`src/zx_defines.svh`:
```
`ifndef ZX_DEFINES_SVH
`define ZX_DEFINES_SVH

// z80 bus widths
`define ZX_ADDR_W      16
`define ZX_DATA_W      8

// low address byte of each decoded port
`define ZX_PORT_FE     8'hFE // border, beeper, keyboard
`define ZX_PORT_FD     8'hFD // 7ffd paging and AY
`define ZX_PORT_F7     8'hF7 // eff7 config
`define ZX_PORT_FB     8'hFB // covox
`define ZX_PORT_DD     8'hDD // covox, second address
`define ZX_PORT_0F     8'h0F // soundrive channels
`define ZX_PORT_1F     8'h1F // soundrive ch1 write, joystick read
`define ZX_PORT_4F     8'h4F
`define ZX_PORT_5F     8'h5F
`define ZX_PORT_DF     8'hDF // kempston mouse
`define ZX_PORT_EF     8'hEF // xt register read-back

// xt indirect register access
`define ZX_XT_PORT     16'h55FF
`define ZX_XT_KEY      8'hAA
`define ZX_XT_BORDER   8'h00
`define ZX_XT_VCFG     8'h08

`endif
```
`src/zx_reg_pkg.sv`:
```
package zx_reg_pkg;

	// bits of port 7ffd
	localparam int P7FFD_LOCK = 5; // 48k lock, honoured only with block1m
	localparam int P7FFD_ROM  = 4;

	// bits of port eff7
	localparam int PEFF7_BLOCK1M = 2;

	// state of the xt register access sequence on 55FF
	typedef enum logic [1:0] {
		XT_LOCKED, // waiting for the key byte
		XT_ADDR,   // next write is the register address
		XT_DATA    // next write goes to the addressed register
	} xt_state_t;

endpackage

```
`src/zx_port_pkg.sv`:
```
package zx_port_pkg;

	// decoded port of the current bus address
	typedef enum logic [3:0] {
		SEL_NONE,     // no internal port, bus left to the outside
		SEL_FE,       // border / beeper / keys
		SEL_7FFD,     // xxFD with a15 clear
		SEL_AY_REG,   // xxFD with a15:14 = 11, AY register select
		SEL_AY_DATA,  // xxFD with a15:14 = 10, AY data
		SEL_EFF7,     // xxF7 with a12 clear
		SEL_F7_OTHER, // rest of xxF7, reads as FF
		SEL_COVOX,    // FB or DD
		SEL_SD0,      // soundrive channel 0 at 0F
		SEL_SD1_JOY,  // 1F, channel 1 on write, joystick on read
		SEL_SD2,      // 4F
		SEL_SD3,      // 5F
		SEL_MOUSE,    // DF
		SEL_XT_READ,  // EF
		SEL_XT_CTRL   // full 55FF address
	} port_sel_t;

endpackage

```
`src/zx_ports_top.sv`:
```
`timescale 1ns/1ps
`include "zx_defines.svh"

module zx_ports_top
	import zx_port_pkg::*;
(
	input  logic                  clk,
	input  logic                  rst_n,
	input  logic [`ZX_ADDR_W-1:0] a,
	input  logic [`ZX_DATA_W-1:0] din,
	input  logic                  iorq_n,
	input  logic                  rd_n,
	input  logic                  wr_n,
	input  logic [4:0]            keys_in,
	input  logic [4:0]            kj_in,
	input  logic [7:0]            mus_in,
	output logic [`ZX_DATA_W-1:0] dout,
	output logic                  dataout,
	output logic                  porthit,
	output logic                  ay_bc1,
	output logic                  ay_bdir,
	output logic [5:0]            border,
	output logic [`ZX_DATA_W-1:0] psd0,
	output logic [`ZX_DATA_W-1:0] psd1,
	output logic [`ZX_DATA_W-1:0] psd2,
	output logic [`ZX_DATA_W-1:0] psd3,
	output logic [`ZX_DATA_W-1:0] p7ffd,
	output logic [`ZX_DATA_W-1:0] peff7,
	output logic [`ZX_DATA_W-1:0] vcfg
);

	port_sel_t             sel;
	logic                  port_wr;
	logic [`ZX_DATA_W-1:0] xt_addr;

	zx_port_decode u_decode (
		.clk     (clk),
		.rst_n   (rst_n),
		.a       (a),
		.iorq_n  (iorq_n),
		.rd_n    (rd_n),
		.wr_n    (wr_n),
		.sel     (sel),
		.port_wr (port_wr),
		.porthit (porthit),
		.dataout (dataout),
		.ay_bc1  (ay_bc1),
		.ay_bdir (ay_bdir)
	);

	zx_port_regs u_regs (
		.clk     (clk),
		.rst_n   (rst_n),
		.sel     (sel),
		.port_wr (port_wr),
		.a       (a),
		.din     (din),
		.border  (border),
		.psd0    (psd0),
		.psd1    (psd1),
		.psd2    (psd2),
		.psd3    (psd3),
		.p7ffd   (p7ffd),
		.peff7   (peff7),
		.vcfg    (vcfg),
		.xt_addr (xt_addr)
	);

	zx_port_readback u_readback (
		.sel     (sel),
		.keys_in (keys_in),
		.kj_in   (kj_in),
		.mus_in  (mus_in),
		.border  (border),
		.vcfg    (vcfg),
		.xt_addr (xt_addr),
		.dout    (dout)
	);

endmodule

```
`src/zx_port_readback.sv`:
```
`timescale 1ns/1ps
`include "zx_defines.svh"

module zx_port_readback
	import zx_port_pkg::*;
(
	input  port_sel_t             sel,
	input  logic [4:0]            keys_in,
	input  logic [4:0]            kj_in,
	input  logic [7:0]            mus_in,
	input  logic [5:0]            border,
	input  logic [`ZX_DATA_W-1:0] vcfg,
	input  logic [`ZX_DATA_W-1:0] xt_addr,
	output logic [`ZX_DATA_W-1:0] dout
);

	logic [`ZX_DATA_W-1:0] xt_rdata;

	// indirect register selected by the last xt address write
	always_comb
	begin
		case (xt_addr)
			`ZX_XT_BORDER: xt_rdata = {2'b00, border};
			`ZX_XT_VCFG:   xt_rdata = vcfg;
			default:       xt_rdata = '1;
		endcase
	end

	always_comb
	begin
		case (sel)
			SEL_FE:      dout = {1'b1, 1'b0, 1'b0, keys_in}; // no tape input here
			SEL_SD1_JOY: dout = {3'b000, kj_in};             // kempston joystick
			SEL_MOUSE:   dout = mus_in;
			SEL_XT_READ: dout = xt_rdata;
			default:     dout = '1; // write-only and unused ports float high
		endcase
	end

endmodule

```
`src/zx_port_regs.sv`:
```
`timescale 1ns/1ps
`include "zx_defines.svh"

module zx_port_regs
	import zx_port_pkg::*, zx_reg_pkg::*;
(
	input  logic                  clk,
	input  logic                  rst_n,
	input  port_sel_t             sel,
	input  logic                  port_wr,
	input  logic [`ZX_ADDR_W-1:0] a,
	input  logic [`ZX_DATA_W-1:0] din,
	output logic [5:0]            border,
	output logic [`ZX_DATA_W-1:0] psd0,
	output logic [`ZX_DATA_W-1:0] psd1,
	output logic [`ZX_DATA_W-1:0] psd2,
	output logic [`ZX_DATA_W-1:0] psd3,
	output logic [`ZX_DATA_W-1:0] p7ffd,
	output logic [`ZX_DATA_W-1:0] peff7,
	output logic [`ZX_DATA_W-1:0] vcfg,
	output logic [`ZX_DATA_W-1:0] xt_addr
);

	logic [`ZX_DATA_W-1:0] p7ffd_int;
	logic [`ZX_DATA_W-1:0] peff7_int;
	logic block1m;
	logic block7ffd;
	logic xt_ctrl_wr;
	logic other_wr;
	xt_state_t xt_state;

	assign block1m   = peff7_int[PEFF7_BLOCK1M];
	assign block7ffd = p7ffd_int[P7FFD_LOCK] && block1m;

	// 55FF is matched on the full address
	assign xt_ctrl_wr = port_wr && (a == `ZX_XT_PORT);
	assign other_wr   = port_wr && !xt_ctrl_wr;

	// paging and config
	always_ff @(posedge clk or negedge rst_n)
	begin
		if (!rst_n)
		begin
			p7ffd_int <= '0;
			peff7_int <= '0;
		end
		else if (port_wr)
		begin
			if (sel == SEL_7FFD && !block7ffd)
				p7ffd_int <= din; // 2..0 page, 3 screen, 4 rom, 5 lock
			if (sel == SEL_EFF7)
				peff7_int <= din;
		end
	end

	// upper page bits are hidden in 1 MB mode
	assign p7ffd = {block1m ? 3'b000 : p7ffd_int[7:5], p7ffd_int[P7FFD_ROM], p7ffd_int[3:0]};

	assign peff7 = block1m ? {peff7_int[7], 1'b0, peff7_int[5:4], 3'b000, peff7_int[0]}
	                       : peff7_int;

	// border, sound channels and xt registers
	always_ff @(posedge clk or negedge rst_n)
	begin
		if (!rst_n)
		begin
			border   <= '0;
			psd0     <= '0;
			psd1     <= '0;
			psd2     <= '0;
			psd3     <= '0;
			vcfg     <= '0;
			xt_addr  <= '0;
			xt_state <= XT_LOCKED;
		end
		else
		begin
			if (other_wr)
			begin
				case (sel)
					SEL_FE:
					begin
						border <= {din[1], 1'b0, din[2], 1'b0, din[0], 1'b0};
						psd0   <= {`ZX_DATA_W{din[4]}}; // beeper on every channel
						psd1   <= {`ZX_DATA_W{din[4]}};
						psd2   <= {`ZX_DATA_W{din[4]}};
						psd3   <= {`ZX_DATA_W{din[4]}};
					end
					SEL_COVOX:
					begin
						psd0 <= din;
						psd1 <= din;
						psd2 <= din;
						psd3 <= din;
					end
					SEL_SD0:     psd0 <= din;
					SEL_SD1_JOY: psd1 <= din;
					SEL_SD2:     psd2 <= din;
					SEL_SD3:     psd3 <= din;
					default:     ;
				endcase
				xt_state <= XT_LOCKED; // any other port write aborts the sequence
			end

			if (xt_ctrl_wr)
			begin
				case (xt_state)
					XT_LOCKED:
					begin
						if (din == `ZX_XT_KEY)
							xt_state <= XT_ADDR;
					end
					XT_ADDR:
					begin
						xt_addr  <= din;
						xt_state <= XT_DATA;
					end
					XT_DATA:
					begin
						case (xt_addr)
							`ZX_XT_BORDER: border <= din[5:0];
							`ZX_XT_VCFG:   vcfg   <= din;
							default:       ;
						endcase
						xt_state <= XT_LOCKED;
					end
					default: xt_state <= XT_LOCKED;
				endcase
			end
		end
	end

endmodule

```
`src/zx_port_decode.sv`:
```
`timescale 1ns/1ps
`include "zx_defines.svh"

module zx_port_decode
	import zx_port_pkg::*;
(
	input  logic                  clk,
	input  logic                  rst_n,
	input  logic [`ZX_ADDR_W-1:0] a,
	input  logic                  iorq_n,
	input  logic                  rd_n,
	input  logic                  wr_n,
	output port_sel_t             sel,
	output logic                  port_wr,
	output logic                  porthit,
	output logic                  dataout,
	output logic                  ay_bc1,
	output logic                  ay_bdir
);

	logic [7:0] loa;
	logic io_wr;
	logic io_wr_d; // write strobe seen on the previous edge
	logic io_rd;
	logic ay_sel;

	assign loa   = a[7:0];
	assign io_wr = !iorq_n && !wr_n;
	assign io_rd = !iorq_n && !rd_n;

	// one pulse per bus write, on the first edge the strobe is low
	always_ff @(posedge clk or negedge rst_n)
	begin
		if (!rst_n)
		begin
			io_wr_d <= 1'b0;
			port_wr <= 1'b0;
		end
		else
		begin
			io_wr_d <= io_wr;
			port_wr <= io_wr && !io_wr_d;
		end
	end

	always_comb
	begin
		sel = SEL_NONE;
		if (a == `ZX_XT_PORT) // checked first, low byte FF is otherwise unused
			sel = SEL_XT_CTRL;
		else
		begin
			case (loa)
				`ZX_PORT_FE: sel = SEL_FE;
				`ZX_PORT_FD:
				begin
					if (!a[15])
						sel = SEL_7FFD;
					else if (a[14])
						sel = SEL_AY_REG;
					else
						sel = SEL_AY_DATA;
				end
				`ZX_PORT_F7: sel = a[12] ? SEL_F7_OTHER : SEL_EFF7;
				`ZX_PORT_FB, `ZX_PORT_DD: sel = SEL_COVOX;
				`ZX_PORT_0F: sel = SEL_SD0;
				`ZX_PORT_1F: sel = SEL_SD1_JOY;
				`ZX_PORT_4F: sel = SEL_SD2;
				`ZX_PORT_5F: sel = SEL_SD3;
				`ZX_PORT_DF: sel = SEL_MOUSE;
				`ZX_PORT_EF: sel = SEL_XT_READ;
				default:     sel = SEL_NONE;
			endcase
		end
	end

	assign porthit = (sel != SEL_NONE);

	// AY chip drives the bus itself
	assign ay_sel  = (sel == SEL_AY_REG) || (sel == SEL_AY_DATA);
	assign dataout = porthit && io_rd && !ay_sel;

	// bc1 only for fffd, bdir for any AY write
	assign ay_bc1  = (sel == SEL_AY_REG) && !iorq_n && (!rd_n || !wr_n);
	assign ay_bdir = ay_sel && io_wr;

endmodule

```
`config.mk`:
```
export PLATFORM = sky130hd
export DESIGN_NAME = zx_ports_top
export DESIGN_NICKNAME = d
export VERILOG_FILES = /design/src/zx_reg_pkg.sv /design/src/zx_port_pkg.sv /design/src/zx_ports_top.sv /design/src/zx_port_readback.sv /design/src/zx_port_regs.sv /design/src/zx_port_decode.sv
export VERILOG_INCLUDE_DIRS = /design/src
export SDC_FILE = /design/constraint.sdc
export NUM_CORES = 1
export LEC_CHECK = 0
export ABC_AREA = 0
export BUFFER_PORTS_ARGS = -buffer_cell sky130_fd_sc_hd__buf_2
export CAP_MARGIN = 15
export CELL_PAD_IN_SITES_DETAIL_PLACEMENT = 0
export CELL_PAD_IN_SITES_GLOBAL_PLACEMENT = 1
export CORE_ASPECT_RATIO = 0.7
export CORE_UTILIZATION = 40
export CTS_BUF_LIST = sky130_fd_sc_hd__clkbuf_16
export CTS_CLUSTER_SIZE = 16
export DETAILED_ROUTE_END_ITERATION = 12
export GPL_TIMING_DRIVEN = 1
export HOLD_SLACK_MARGIN = 0.15
export PLACE_DENSITY_LB_ADDON = 0.25
export SYNTH_ARGS = -nofsm -noshare
export SYNTH_HDL_FRONTEND = slang
export SYNTH_SLANG_ARGS = --single-unit
export TNS_END_PERCENT = 1
```
`constraint.sdc`:
```
create_clock -name clk -period 4.4 [get_ports clk]
set_input_delay 0.22 -clock clk [delete_from_list [all_inputs] [get_ports clk]]
set_output_delay 0.22 -clock clk [all_outputs]
set_load 0.01 [all_outputs]
```
==> results of run 1 <==
flip-flops by register name, summed over array words and instances (netlist names), 2 cells and up:
signal,flops
u_regs.border,6
u_regs.p7ffd_int,8
u_regs.peff7_int,8
u_regs.psd0,8
u_regs.psd1,8
u_regs.psd2,8
u_regs.psd3,8
u_regs.vcfg,8
u_regs.xt_addr,8
u_regs.xt_state,2
what timing repair did:
item | CTS | global route
hold endpoints to repair | 76 | 0
hold buffers | 4 | 0
endpoints found under the setup margin | 0 | 0
kinds of logic (layout without fill, tap and decap cells):
logic type | Yosys count | count (layout) | share of synthesized area, %
other | 1 | 1 | 0.0997
AND/OR/NAND/NOR | 111 | 111 | 17.3
buffers and inverters | 36 | 145 | 5.02
AO/OA/AOI/OAI | 82 | 82 | 16.4
flip-flops | 74 | 74 | 49.2
XOR/XNOR | 1 | 1 | 0.233
multiplexers | 40 | 40 | 11.8
Yosys cell counts, types with 8 or more instances:
library cell	count
mux2_2	30
dfrtp_1	74
a21oi_1	23
o21ai_0	15
nor2_1	11
buf_4	10
nand3_1	12
nand2_1	33
clkbuf_1	10
mux2i_1	9
nor2b_1	8
worst max-delay path, delay by kind of cell (launching register included):
family | cells | cell delay, ns
simple gates | 3 | 1.12
compound gates | 2 | 0.42
flops | 1 | 0.38
buf+inv | 1 | 0.17
worst min-delay path by stage:
stage                               start                              end  depth (start not counted)
6_report                           din[4]  u_regs.peff7_int[4]$_DFFE_PN0P_                          2
5_1_grt                            din[4]       u_regs.psd0[4]$_DFFE_PN0P_                          2
4_1_cts                            din[4]  u_regs.peff7_int[4]$_DFFE_PN0P_                          2
3_5_place_dp   u_decode.io_wr_d$_DFF_PN0_       u_decode.port_wr$_DFF_PN0_                          1
3_3_place_gp   u_decode.io_wr_d$_DFF_PN0_       u_decode.port_wr$_DFF_PN0_                          1
2_1_floorplan                       rst_n       u_decode.io_wr_d$_DFF_PN0_                          0
area by class of cell:
type	instances	area, µm²	area share, %
clock inverter	6	27.5	0.592
clock buffer	9	225	4.84
tap	124	155	3.34
multi-input combinational	235	1720	37.0
sequential	74	1850	39.8
inverter	6	22.5	0.484
timing repair buffer	124	646	13.9
per-layer routing:
layer	vias up	global-route usage [%]
met5	-	0
li1	1490	-
met3	2	7.01
met1	1533	31.6
met2	131	30.4
met4	0	5.59
metrics by stage:
step	instances	setup WS, ns	util [%]	area [µm²]	total power [mW]
finish	578	1.77	51.1	4650	1.55
global route	578	1.63	51.1	4650	1.62
CTS	578	1.74	51.1	4650	1.57
detailed placement	559	1.81	47.8	4360	0.938
global placement	559	1.75	47.8	4360	0.935
floorplan	345	2.13	-	3760	0.846
cells in the final DEF (no fill, tap or decap), types with 3 or more instances in the layout:
| cell type | synthesis | routed |
|---|---|---|
| dlygate4sd3_1 | 0 | 4 |
| or2_2 | 3 | 3 |
| mux2i_1 | 9 | 9 |
| o221a_2 | 7 | 7 |
| and2_1 | 4 | 4 |
| nor2_1 | 11 | 11 |
| nor4bb_1 | 4 | 4 |
| a21oi_1 | 23 | 23 |
| and3_1 | 4 | 4 |
| a21o_1 | 4 | 4 |
| o221a_1 | 7 | 7 |
| buf_2 | 6 | 118 |
| nand3_1 | 12 | 12 |
| inv_1 | 6 | 8 |
| dfrtp_1 | 74 | 74 |
| nand2_1 | 33 | 33 |
| a221oi_1 | 5 | 5 |
| nor3_1 | 5 | 5 |
| mux2_2 | 30 | 30 |
| clkbuf_16 | 0 | 9 |
| nor2b_1 | 8 | 8 |
| a221o_1 | 7 | 7 |
| nand4b_1 | 3 | 3 |
| o21ai_0 | 15 | 15 |
| nand4_1 | 6 | 6 |
report_power, final:
group | total (mW) | switching [mW] | internal [mW]
clock | 0.623 | 0.254 | 0.369
combinational | 0.188 | 0.103 | 0.0851
sequential | 0.744 | 0.0252 | 0.718
total | 1.55 | 0.382 | 1.17
==> impl.org, run 1 <==
** Run status
- Status :: finished clean

** Timing
- For the pin with the worst max-slew slack, the measured transition is between 0.9 and 1 ns.
- Tightest hold margin :: 0.254 ns
- The hold violation total from the final report came to 0.
- The worst pin sits at a relative slew slack of a little over a third.
- Post-route clock skew :: 0.00597 ns
- After routing, the total negative slack on setup checks comes to 0 ns.
- Setup repair after global routing missed its margin :: false
- Timing-limited maximum frequency :: 0.380 GHz
- The max-slew violation count is 0.
- Post-route fraction of the period consumed by the critical path :: about three fifths
- Subtracting the final worst setup slack from the clock period gives 2.63 ns.
- Setup violations remaining at the end of the flow were counted as 0.

** Route
- Via Count :: roughly 3,200
- In the routed design, unresolved DRC markers number 0.
- The count of nets left with antenna violations once routing finished came out at 0.
- Routed met3 length :: approximately 840 µm
- Summed over all nets, wire length on met2 after detailed routing comes to between 4 and 5 mm.
- Pre-Repair DR Iteration Count :: 4
- Initial DRC count :: between 150 and 200
- Total wirelength of the detailed-routed design :: 10.1 mm
- Highest metal layer with signal wires :: met4
- Length of routed wiring on met1 :: approximately 5.0 mm
- Via density :: about 5.5
- Post-detailed-route wirelength per cell :: ~18 µm

** Clock network
- No sink is reached through more buffers than the 2 on the longest clock path.
- The clock reaches the later pin of the worst-skew pair after approximately 0.33 ns.
- Clock-pin slew was measured on the worst setup and hold paths at roughly 0.050 ns.
- Max H-tree Level :: 3
- Clock tree synthesis selected as its root buffer the cell clkbuf_16.
- Inserted Clock Buffers :: 9
- Post-CTS repair timing setup buffer count :: 0
- Post-CTS resize count :: 0
- The clock net in this run drives a total of 74 sinks.
- TritonCTS built the clock tree.

** Logic synthesis
- The synthesized design devotes to its leading area cell type between 40% and 50% of total area.
- Number of enable flip-flop cells after synthesis :: 0
- Top post-synthesis cells by area :: dfrtp_1 (49%), mux2_2 (9.0%), nand2_1 (3.3%), a21oi_1 (3.1%), mux2i_1 (2.4%)
- Library cell with the largest summed area after synthesis :: dfrtp_1
- Sequential cells were found to cover between 40% and 50% of the synthesized design area.
- Flip-flop and latch count after synthesis :: 74
- For this run, the leading register cell type out of synthesis is dfrtp_1.
- Share of synthesized flip-flops with an asynchronous set or reset :: 100%
- When the netlist entered floorplanning its net count stood at approximately 400.
- In the synthesized netlist, the number of instances is about 350.
- After synthesis the cells add up to 3760 µm².
- Synth warn :: 0
- Synthesized area per cell :: roughly 11 µm²
- Yosys mapped the design onto 56 distinct sky130hd cell types.

** Worst setup path
- Source of the critical timing path :: u_regs.xt_addr[5]$_DFFE_PN0P_
- Among all stages on the critical path, the largest delay is contributed by or4_1.
- RR Endpoint :: u_regs.vcfg[1]$_DFFE_PN0P_
- Cell-by-cell listing of the critical path :: or4_1 -> nor4_4 -> a21oi_1 -> a221oi_1 -> nand3_1 -> buf_2
- The startpoint identified for the worst register-to-register timing path is u_regs.xt_addr[5]$_DFFE_PN0P_.
- Critical Setup Path Class :: reg -> out
- Worst R2R Path Depth :: 5
- The worst setup path is captured at a primary output.
- The largest single stage delay on the critical path is roughly 0.58 ns.
- In this run the register-to-register setup slack is between 1.5 and 2 ns.
- STA classifies the critical path startpoint as a flop.
- Along the worst path, the maximum fanout reaches 9.
- Required time reported for the critical path endpoint :: 4.18 ns
- Following the worst setup path forward leads to its endpoint at dout[0].
- Arr. time, crit path :: around 2.4 ns

** Power and ir drop
- In this run the static leakage power is about 2.3 nW.
- IR analysis of the VDD net gives a maximum drop of between 0.2 and 0.25 mV.
- Total power density per cell area :: about 330 nW/µm²

** Hold path
- Tightest Hold Check Type :: in -> reg

** Die
- I/O pins :: between 100 and 150
- Die boundary height :: roughly 83 µm
- Once the floorplan was initialized, standard cells occupied 41.3% of the core.
- The initialized floorplan defines 29 standard-cell rows.
- Die extent in x :: about 120 µm
- Die Outline Area :: around 10000 µm²
- Std-Cell Core Area :: ~9000 µm²

** Placed design
- After legalization and detailed placement, the total HPWL measured roughly 7.2 mm.
- The congestion estimate from routability-driven global placement came to 0.861.
- Count of input and output buffers :: 119

** Cells and area
- After the last flow step, the layout net total stands at between 400 and 500.
- The repair_antennas step left the layout with diodes totalling 0.
- Cells with a size suffix above 1 make up between 40 and 50% of the layout.
- After filler insertion, the fill cell instance count of the layout stands at between 800 and 900.
- Relative to the synthesized area, the layout overhead comes to 23.6%.

** GRT
- The number of antenna violations at the first check in global routing was 0.
- The first global-routing pass estimated 16.3 mm of wire.
- Vias in the first global route :: around 3,000
- Total gr overflow :: 0
- Global routing used a little over a fifth of the available tracks across all layers.
- Entering global routing, the biggest net connects 75 pins.

** Run
- Across the run, the number of max-cap violations was 0.
No activity file was read; power rests on OpenSTA's default activity.
==> run 2, diff against run 1 <==
--- a/config.mk
+++ b/config.mk
@@ -12,7 +12,7 @@
 export CELL_PAD_IN_SITES_DETAIL_PLACEMENT = 0
 export CELL_PAD_IN_SITES_GLOBAL_PLACEMENT = 1
 export CORE_ASPECT_RATIO = 0.7
-export CORE_UTILIZATION = 40
+export CORE_UTILIZATION = 39
 export CTS_BUF_LIST = sky130_fd_sc_hd__clkbuf_16
 export CTS_CLUSTER_SIZE = 16
 export DETAILED_ROUTE_END_ITERATION = 12
==> constraint.sdc (replaced) <==
create_clock -name clk -period 2.6 [get_ports clk]
set_input_delay 0.13 -clock clk [delete_from_list [all_inputs] [get_ports clk]]
set_output_delay 0.13 -clock clk [all_outputs]
set_load 0.01 [all_outputs]
==> run 2 against run 1 <==
Effect of this change: sequential cell count stayed put; final cell count is 1.6% higher; combinational power is 69% higher; critical path depth is 1 higher; final area is 1.5% higher; first-iteration DRC count is 1.5% lower; core utilization is 0.14 points higher; worst hold slack worse by 0.056 ns; register-to-register slack worse by 1.5 ns; clock power is 69% higher.
==> impl.org, run 2 (synthesis results as in run 1) <==
** Clock network
- Post-CTS repair timing setup buffer count :: 0 (unchanged)
- The count of clock tree sinks came to 74 (unchanged).
- CTS tree :: yes (unchanged)
- The number of buffers created by CTS came to 9 (unchanged).
- The depth of the CTS H-tree came to 3 (unchanged).
- The number of buffers on the longest clock path came to 2 (unchanged).
- Clk Tree Root Cell :: clkbuf_16 (unchanged)
- Post-CTS resize count :: 0 (unchanged)
- Clock latency reported for the late side of the worst-skew pair :: 0.33 ns (about the same)
- Clock transition at path regs :: 0.06 ns (was 0.05 ns)

** Power and ir drop
- Total power density per cell area :: 557 nW/µm² (was 334 nW/µm²)
- The peak supply drop came to 0.387 mV (was 0.203 mV).
- The leakage power total was 2.38 nW (was 2.34 nW).

** GRT
- The residual overflow from global routing is 0 (unchanged).
- Wire length of the first global-routing pass :: 16.6 mm (was 16.3 mm)
- The number of global-route vias before repair was 3,052 (was 3,016).
- All-Layer GR Usage :: 21.4% (was 21.6%)
- Antenna violations before repair :: 0 (unchanged)
- The largest net degree at the start of global routing was 75 (unchanged).

** Worst setup path
- The endpoint of the most critical setup path is dout[4] (was dout[0]).
- Required time reported for the critical path endpoint :: 2.47 ns (was 4.18 ns)
- Crit end category :: primary output (unchanged)
- Top Family by Delay on Critical Path :: simple AND/OR/NAND/NOR gates (unchanged)
- Crit path buffers/inverters :: 2 (was 1)
- Stages on worst setup path :: 7 (was 6)
- Arr. time, crit path :: 2.25 ns (was 2.41 ns)
- The critical path start-end classification is reg -> out (unchanged).
- The cell depth of the worst flop-to-flop path is 5 (unchanged).
- The slowest cell on the critical path is or4_1 (unchanged).
- Launching element type of the critical path :: flop (unchanged)
- The endpoint of the lowest-slack register-to-register path was u_regs.vcfg[7]$_DFFE_PN0P_ (was u_regs.vcfg[1]$_DFFE_PN0P_).
- Worst reg2reg startpoint :: u_regs.xt_addr[5]$_DFFE_PN0P_ (unchanged)
- Cell-by-cell listing of the critical path :: or4_1 -> nor4_4 -> buf_4 -> a21oi_1 -> a221oi_1 -> nand3_1 -> buf_2 (was or4_1 -> nor4_4 -> a21oi_1 -> a221oi_1 -> nand3_1 -> buf_2)
- Top fanout value on the critical path :: 8 (was 9)
- CP max stage delay :: 0.57 ns (was 0.58 ns)
- Source of the critical timing path :: u_regs.xt_addr[5]$_DFFE_PN0P_ (unchanged)
- Internal reg-to-reg setup slack :: 0.48 ns (was 1.94 ns)

** Route
- The number of iterations in the first detailed-routing pass came to 4 (unchanged).
- Post-detailed-route wirelength per cell :: 17.4 µm (was 17.5 µm)
- Initial DRC count :: 192 (was 195)
- Via Count :: 3,222 (was 3,156)
- The mean number of vias per cell was 5.49 (was 5.46).
- The DRC violations left is 0 (unchanged).
- The post-detailed-route count of antenna-violating nets is 0 (unchanged).
- The detailed-route wire length came to 10.2 mm (was 10.1 mm).

** Cells and area
- Top library cells by usage in the layout, fill and taps aside: buf_2 (118), dfrtp_1 (74), nand2_1 (33) (unchanged).
- Number of antenna cells inserted :: 0 (unchanged)
- Area growth from synthesis to final layout :: 25.4% (was 23.6%)
- # fillers :: 878 (was 874)
- The share of final-layout standard cells stronger than drive strength 1 came to 41.0% (was 40.3%).
- Nets :: 506 (was 497)
- Most common library cell in the layout ignoring fill and taps :: buf_2 (unchanged)
- Post-layout instance count excluding filler cells :: 587 (was 578)

** Timing
- Tightest Pin Transition :: 0.952 ns (was 0.953 ns)
- The clock tree skew after final layout is 0.00707 ns (was 0.00597 ns).
- Clock period minus worst slack :: 2.38 ns
- The remaining max-slew budget at the tightest pin was 36.6% (was 36.3%).
- The number of setup violations in the final report is 0 (unchanged).
- Tightest hold margin :: 0.198 ns (was 0.254 ns)
- The final critical path takes up between 90% and 100% of the cycle.
- Setup repair after global routing missed its margin: false (unchanged).
- Setup_tns :: 0 ns (unchanged)
- Number of hold-slack violations in the final timing report :: 0 (unchanged)
- Fin. max-slew vios :: 0 (unchanged)
- Based on the critical path, the design can be clocked at up to 0.419 GHz.

** Placed design
- The cell count after placement was 567 (was 559).
- The sum of net half-perimeters after detailed placement came to 7.23 mm (was 7.18 mm).
- The global placement routability congestion came to 0.866 (was 0.861).
- The count of buffers inserted at the top-level ports came to 119 (unchanged).

** Hold path
- The kind of path behind the tightest hold check is in -> reg (unchanged).

** Die
- Die boundary height :: 84.2 µm (was 83.1 µm)
- The count of pins on the block boundary was 121 (unchanged).
- The area of the die is 10,100 µm² (was 9800 µm²).
- Std-Cell Core Area :: 9220 µm² (was 9110 µm²)
- The die outline width came to 119 µm (was 118 µm).
- The number of placement rows is 29 (unchanged).
- Initial core utilization :: 40.8% (was 41.3%)

** Run
- The number of maximum-capacitance violations was 0 (unchanged).

** Run status
- Status: finished clean (unchanged).
## run 2: layout make-up
type,count,area (µm²),area share [%]
Sequential cell,74,1850,39.2
Clock buffer,9,225,4.77
Multi-Input combinational cell,235,1720,36.5
Timing Repair Buffer,133,716,15.2
Inverter,6,22.5,0.477
Clock inverter,6,26.3,0.557
Tap cell,124,155,3.29
## run 2: repair_timing
action,in CTS,in global routing
hold buffers,5,0
endpoints found under the setup margin,0,0
hold endpoints to repair,81,0
## run 2: worst min-delay path by stage
stage | to | slack, ns | cells past startpoint | from
after detailed placement | u_regs.vcfg[4]$_DFFE_PN0P_ | 0.32 | 1 | rst_n
after CTS | u_regs.border[3]$_DFF_PN0_ | 0.18 | 3 | din[3]
final | u_regs.border[3]$_DFF_PN0_ | 0.20 | 3 | din[3]
after global placement | u_regs.vcfg[4]$_DFFE_PN0P_ | 0.32 | 1 | rst_n
after floorplan | u_decode.io_wr_d$_DFF_PN0_ | -0.17 | 0 | rst_n
after global routing | u_regs.border[5]$_DFF_PN0_ | 0.21 | 3 | din[5]
## run 2: stage by stage
step / area, µm² / utilization (%) / power, mW / setup WS [ns]
after floorplan: 3760 / - / 1.43 / 0.414
after global placement: 4420 / 47.9 / 1.58 / 0.217
after detailed placement: 4420 / 47.9 / 1.59 / 0.161
after CTS: 4720 / 51.2 / 2.66 / 0.174
after global routing: 4720 / 51.2 / 2.74 / 0.0706
final: 4720 / 51.2 / 2.63 / 0.216
## run 2: where the power goes
part	internal, mW	switching [mW]
logic	0.145	0.173
clock network	0.622	0.432
registers	1.22	0.0409
## run 2: metal layers
metal	GRT usage [%]	part of all wire, %	routed length [µm]	vias up
li1	-	-	-	1505
met1	32.1	50	5100	1577
met2	29.8	41	4130	126
met3	5.77	8.0	813	14
met4	6.70	1.5	150	0
met5	0	0	0	-
## run 2: worst reg2reg max path, cell delays in order (launching register included)
cell      delay, ns
dfrtp_1        0.38
or4_1          0.57
nor4_4         0.18
and4bb_2       0.27
nand2_1        0.24
mux2_2         0.37
==> run 3, diff against run 2 <==
--- a/config.mk
+++ b/config.mk
@@ -18,7 +18,7 @@
 export DETAILED_ROUTE_END_ITERATION = 12
 export GPL_TIMING_DRIVEN = 1
 export HOLD_SLACK_MARGIN = 0.15
-export PLACE_DENSITY_LB_ADDON = 0.25
+export PLACE_DENSITY = 0.83
 export SYNTH_ARGS = -nofsm -noshare
 export SYNTH_HDL_FRONTEND = slang
 export SYNTH_SLANG_ARGS = --single-unit
==> run 3 against run 2 <==
Effect of this change: setup slack worse by 0.065 ns; clock skew down 0.0026 ns; fmax down 2.6%; critical path depth unchanged; final area up 1.2%; die area unchanged; register-to-register slack worse by 0.03 ns; clock-buffer cell count unchanged; clock power up 11%; sequential cell count unchanged; core utilization up 0.64 points.
==> impl.org, run 3 (synthesis results as in run 1) <==
** Die
- The count of pins on the block boundary came to 121 (unchanged).
- Initial core utilization :: 40.8% (unchanged)
- The die outline width was 119 µm (unchanged).
- Placement Rows :: 29 (unchanged)
- The y dimension of the die is 84.2 µm (unchanged).
- The core outline area is 9220 µm² (unchanged).
- The area of the die is 10,100 µm² (unchanged).

** Worst setup path
- Top fanout value on the critical path :: 8 (unchanged)
- The startpoint of the lowest-slack register-to-register path is u_regs.xt_addr[5]$_DFFE_PN0P_ (unchanged).
- Internal reg-to-reg setup slack :: 0.45 ns (was 0.48 ns)
- The cell depth of the worst flop-to-flop path came to 5 (unchanged).
- The startpoint type of the worst setup path is a flop (unchanged).
- Source of the critical timing path :: u_regs.xt_addr[5]$_DFFE_PN0P_ (unchanged)
- Critical Setup Path Class :: reg -> out (unchanged)
- The element type at the critical path end is a primary output (unchanged).
- The data required time of the critical path was 2.47 ns (about the same).
- The endpoint of the most critical setup path was dout[0] (was dout[4]).
- Arr. time, crit path :: 2.32 ns (was 2.25 ns)
- RR Endpoint :: u_regs.vcfg[3]$_DFFE_PN0P_ (was u_regs.vcfg[7]$_DFFE_PN0P_)

** Power and ir drop
- Clock share of power :: 42.5% (was 40.1%)
- Sw Share :: 24.1% (was 24.6%)
- The leakage power total was 2.42 nW (was 2.38 nW).
- Logic pwr share :: 11.8% (was 12.1%)
- The internal power summed over all cells came to 2.09 mW (was 1.98 mW).
- The proportion of power drawn by flip-flops and latches was 45.7% (was 47.8%).
- Peak supply drop :: 0.489 mV (was 0.387 mV)
- Switching pwr :: 664 µW (was 645 µW)
- Total power density per cell area :: 576 nW/µm² (was 557 nW/µm²)

** Route
- Number of design rule violations left after detail routing :: 0 (unchanged)
- The post-detailed-route count of antenna-violating nets is 0 (unchanged).
- The overall via count from detail_route was 3,188 (was 3,222).
- The mean number of vias per cell came to 5.40 (was 5.49).
- Total wirelength of the detailed-routed design :: 10.5 mm (was 10.2 mm)
- The routed wirelength normalized by instance count was 17.7 µm (was 17.4 µm).
- Initial DRC count :: 190 (was 192)
- Pre-Repair DR Iteration Count :: 5 (was 4)

** Clock network
- The number of buffers on the longest clock path was 2 (unchanged).
- Post-CTS repair timing setup buffer count :: 0 (unchanged)
- The clock transition at the registers of the reported paths came to 0.05 ns (was 0.06 ns).
- Clock latency reported for the late side of the worst-skew pair :: 0.33 ns (about the same)
- The root cell of the clock tree was clkbuf_16 (unchanged).
- CTS sink count :: 74 (unchanged)
- The depth of the CTS H-tree was 3 (unchanged).
- Inserted Clock Buffers :: 9 (unchanged)
- The clock tree from TritonCTS was yes (unchanged).
- Number of buffers inserted for hold repair after clock tree synthesis :: 5 (unchanged)
- The number of gates resized after CTS is 0 (unchanged).

** Timing
- Setup repair after global routing missed its margin: false (unchanged).
- Final setup slack of the worst path :: 0.152 ns (was 0.216 ns)
- Post-route clock skew :: 0.00443 ns (was 0.00707 ns)
- The total negative slack for setup checks came to 0 ns (unchanged).
- Tightest Pin Transition :: 0.725 ns (was 0.952 ns)
- Post-route fraction of the period consumed by the critical path :: 94.2% (was 91.7%)
- Fin. max-slew vios :: 0 (unchanged)
- The shortest clock period the worst path allows after layout came to 2.45 ns (was 2.38 ns).
- Finish-stage setup viols :: 0 (unchanged)
- Number of hold-slack violations in the final timing report :: 0 (unchanged)
- The final hold slack was 0.188 ns (was 0.198 ns).
- Max-slew headroom :: 51.6% (was 36.6%)
- Timing-limited maximum frequency :: 0.408 GHz (was 0.419 GHz)

** Cells and area
- The most frequent standard cell in the layout excluding fill and tap cells is buf_2 (unchanged).
- Top library cells by usage in the layout, fill and taps aside: buf_2 (119), dfrtp_1 (74), nand2_1 (33) (was buf_2 (118), dfrtp_1 (74), nand2_1 (33)).
- The net count of the finished layout is 508 (was 506).
- Number of antenna cells inserted :: 0 (unchanged)
- The filler-free cell count of the finished design came to 590 (was 587).
- Layout cells sized above 1 :: 41.6% (was 41.0%)
- The relative area change from synthesis to final layout is 27.0% (was 25.4%).
- The fill cell instance count of the final layout was 857 (was 878).

** GRT
- Largest net degree at the start of global routing :: 44 (was 75)
- The overall global routing resource usage came to 21.7% (was 21.4%).
- The number of antenna violations at the first check in global routing was 0 (unchanged).
- Vias in the first global route :: 3,134 (was 3,052)
- Wire length of the first global-routing pass :: 16.7 mm (was 16.6 mm)
- The residual overflow from global routing came to 0 (unchanged).

** Placed design
- GPL Wtd Cong :: 0.788 (was 0.866)
- The cell count after placement is 569 (was 567).
- The count of buffers inserted at the top-level ports is 119 (unchanged).
- Placed wire-length estimate :: 7.52 mm (was 7.23 mm)
- The setup slack at placement was 0.208 ns (was 0.161 ns).

** Hold path
- Cell depth of the worst min-delay path :: 3 (unchanged)
- Tightest Hold Check Type :: in -> reg (unchanged)

** Run status
- Status :: finished clean (unchanged)

** Run
- # Max-Cap Violations :: 0 (unchanged)
==> run 3: metal layers <==
metal	share of wire (%)	up-vias	GRT usage, %
li1	-	1515	-
met1	49	1528	31.1
met2	42	139	30.9
met3	9.0	6	9.04
met4	0.53	0	4.32
met5	0	-	0
==> run 3: worst max-delay path: stages (launching register included) <==
cell and delay [ns]:
dfrtp_1 0.37, or4_1 0.58, nor4_4 0.19, buf_4 0.20
a21oi_1 0.07, a221oi_1 0.29, nand3_1 0.12, buf_2 0.17
==> run 3: area by class of cell <==
cell class | instances | area [µm²] | area share (%)
Tap cell | 124 | 155 | 3.25
Sequential cell | 74 | 1850 | 38.8
Clock inverter | 7 | 53.8 | 1.13
Timing Repair Buffer | 135 | 741 | 15.5
Multi-Input combinational cell | 235 | 1730 | 36.2
Inverter | 6 | 22.5 | 0.471
Clock buffer | 9 | 225 | 4.71
==> run 3: worst min-delay path by stage <==
| stage | from | end |
|---|---|---|
| 5_1_grt | din[3] | u_regs.border[3]$_DFF_PN0_ |
| 3_3_place_gp | rst_n | u_regs.psd1[5]$_DFFE_PN0P_ |
| 6_report | din[3] | u_regs.border[3]$_DFF_PN0_ |
| 3_5_place_dp | rst_n | u_regs.psd1[4]$_DFFE_PN0P_ |
| 2_1_floorplan | rst_n | u_decode.io_wr_d$_DFF_PN0_ |
| 4_1_cts | din[3] | u_regs.border[3]$_DFF_PN0_ |
==> run 3: power by group through the flow <==
stage / clock network, mW / registers [mW] / logic [mW]
after detailed placement: 0 / 1.27 / 0.321
after CTS: 1.20 / 1.26 / 0.327
after floorplan: 0 / 1.29 / 0.143
after global placement: 0 / 1.27 / 0.312
after global routing: 1.26 / 1.26 / 0.354
final: 1.17 / 1.26 / 0.324
==> run 3: stage by stage <==
step                instance area (µm²)  total power [mW]  utilization (%)
floorplan                          3760              1.43                -
global route                       4780              2.87             51.8
CTS                                4780              2.78             51.8
finish                             4780              2.75             51.8
global placement                   4450              1.59             48.3
detailed placement                 4450              1.59             48.3
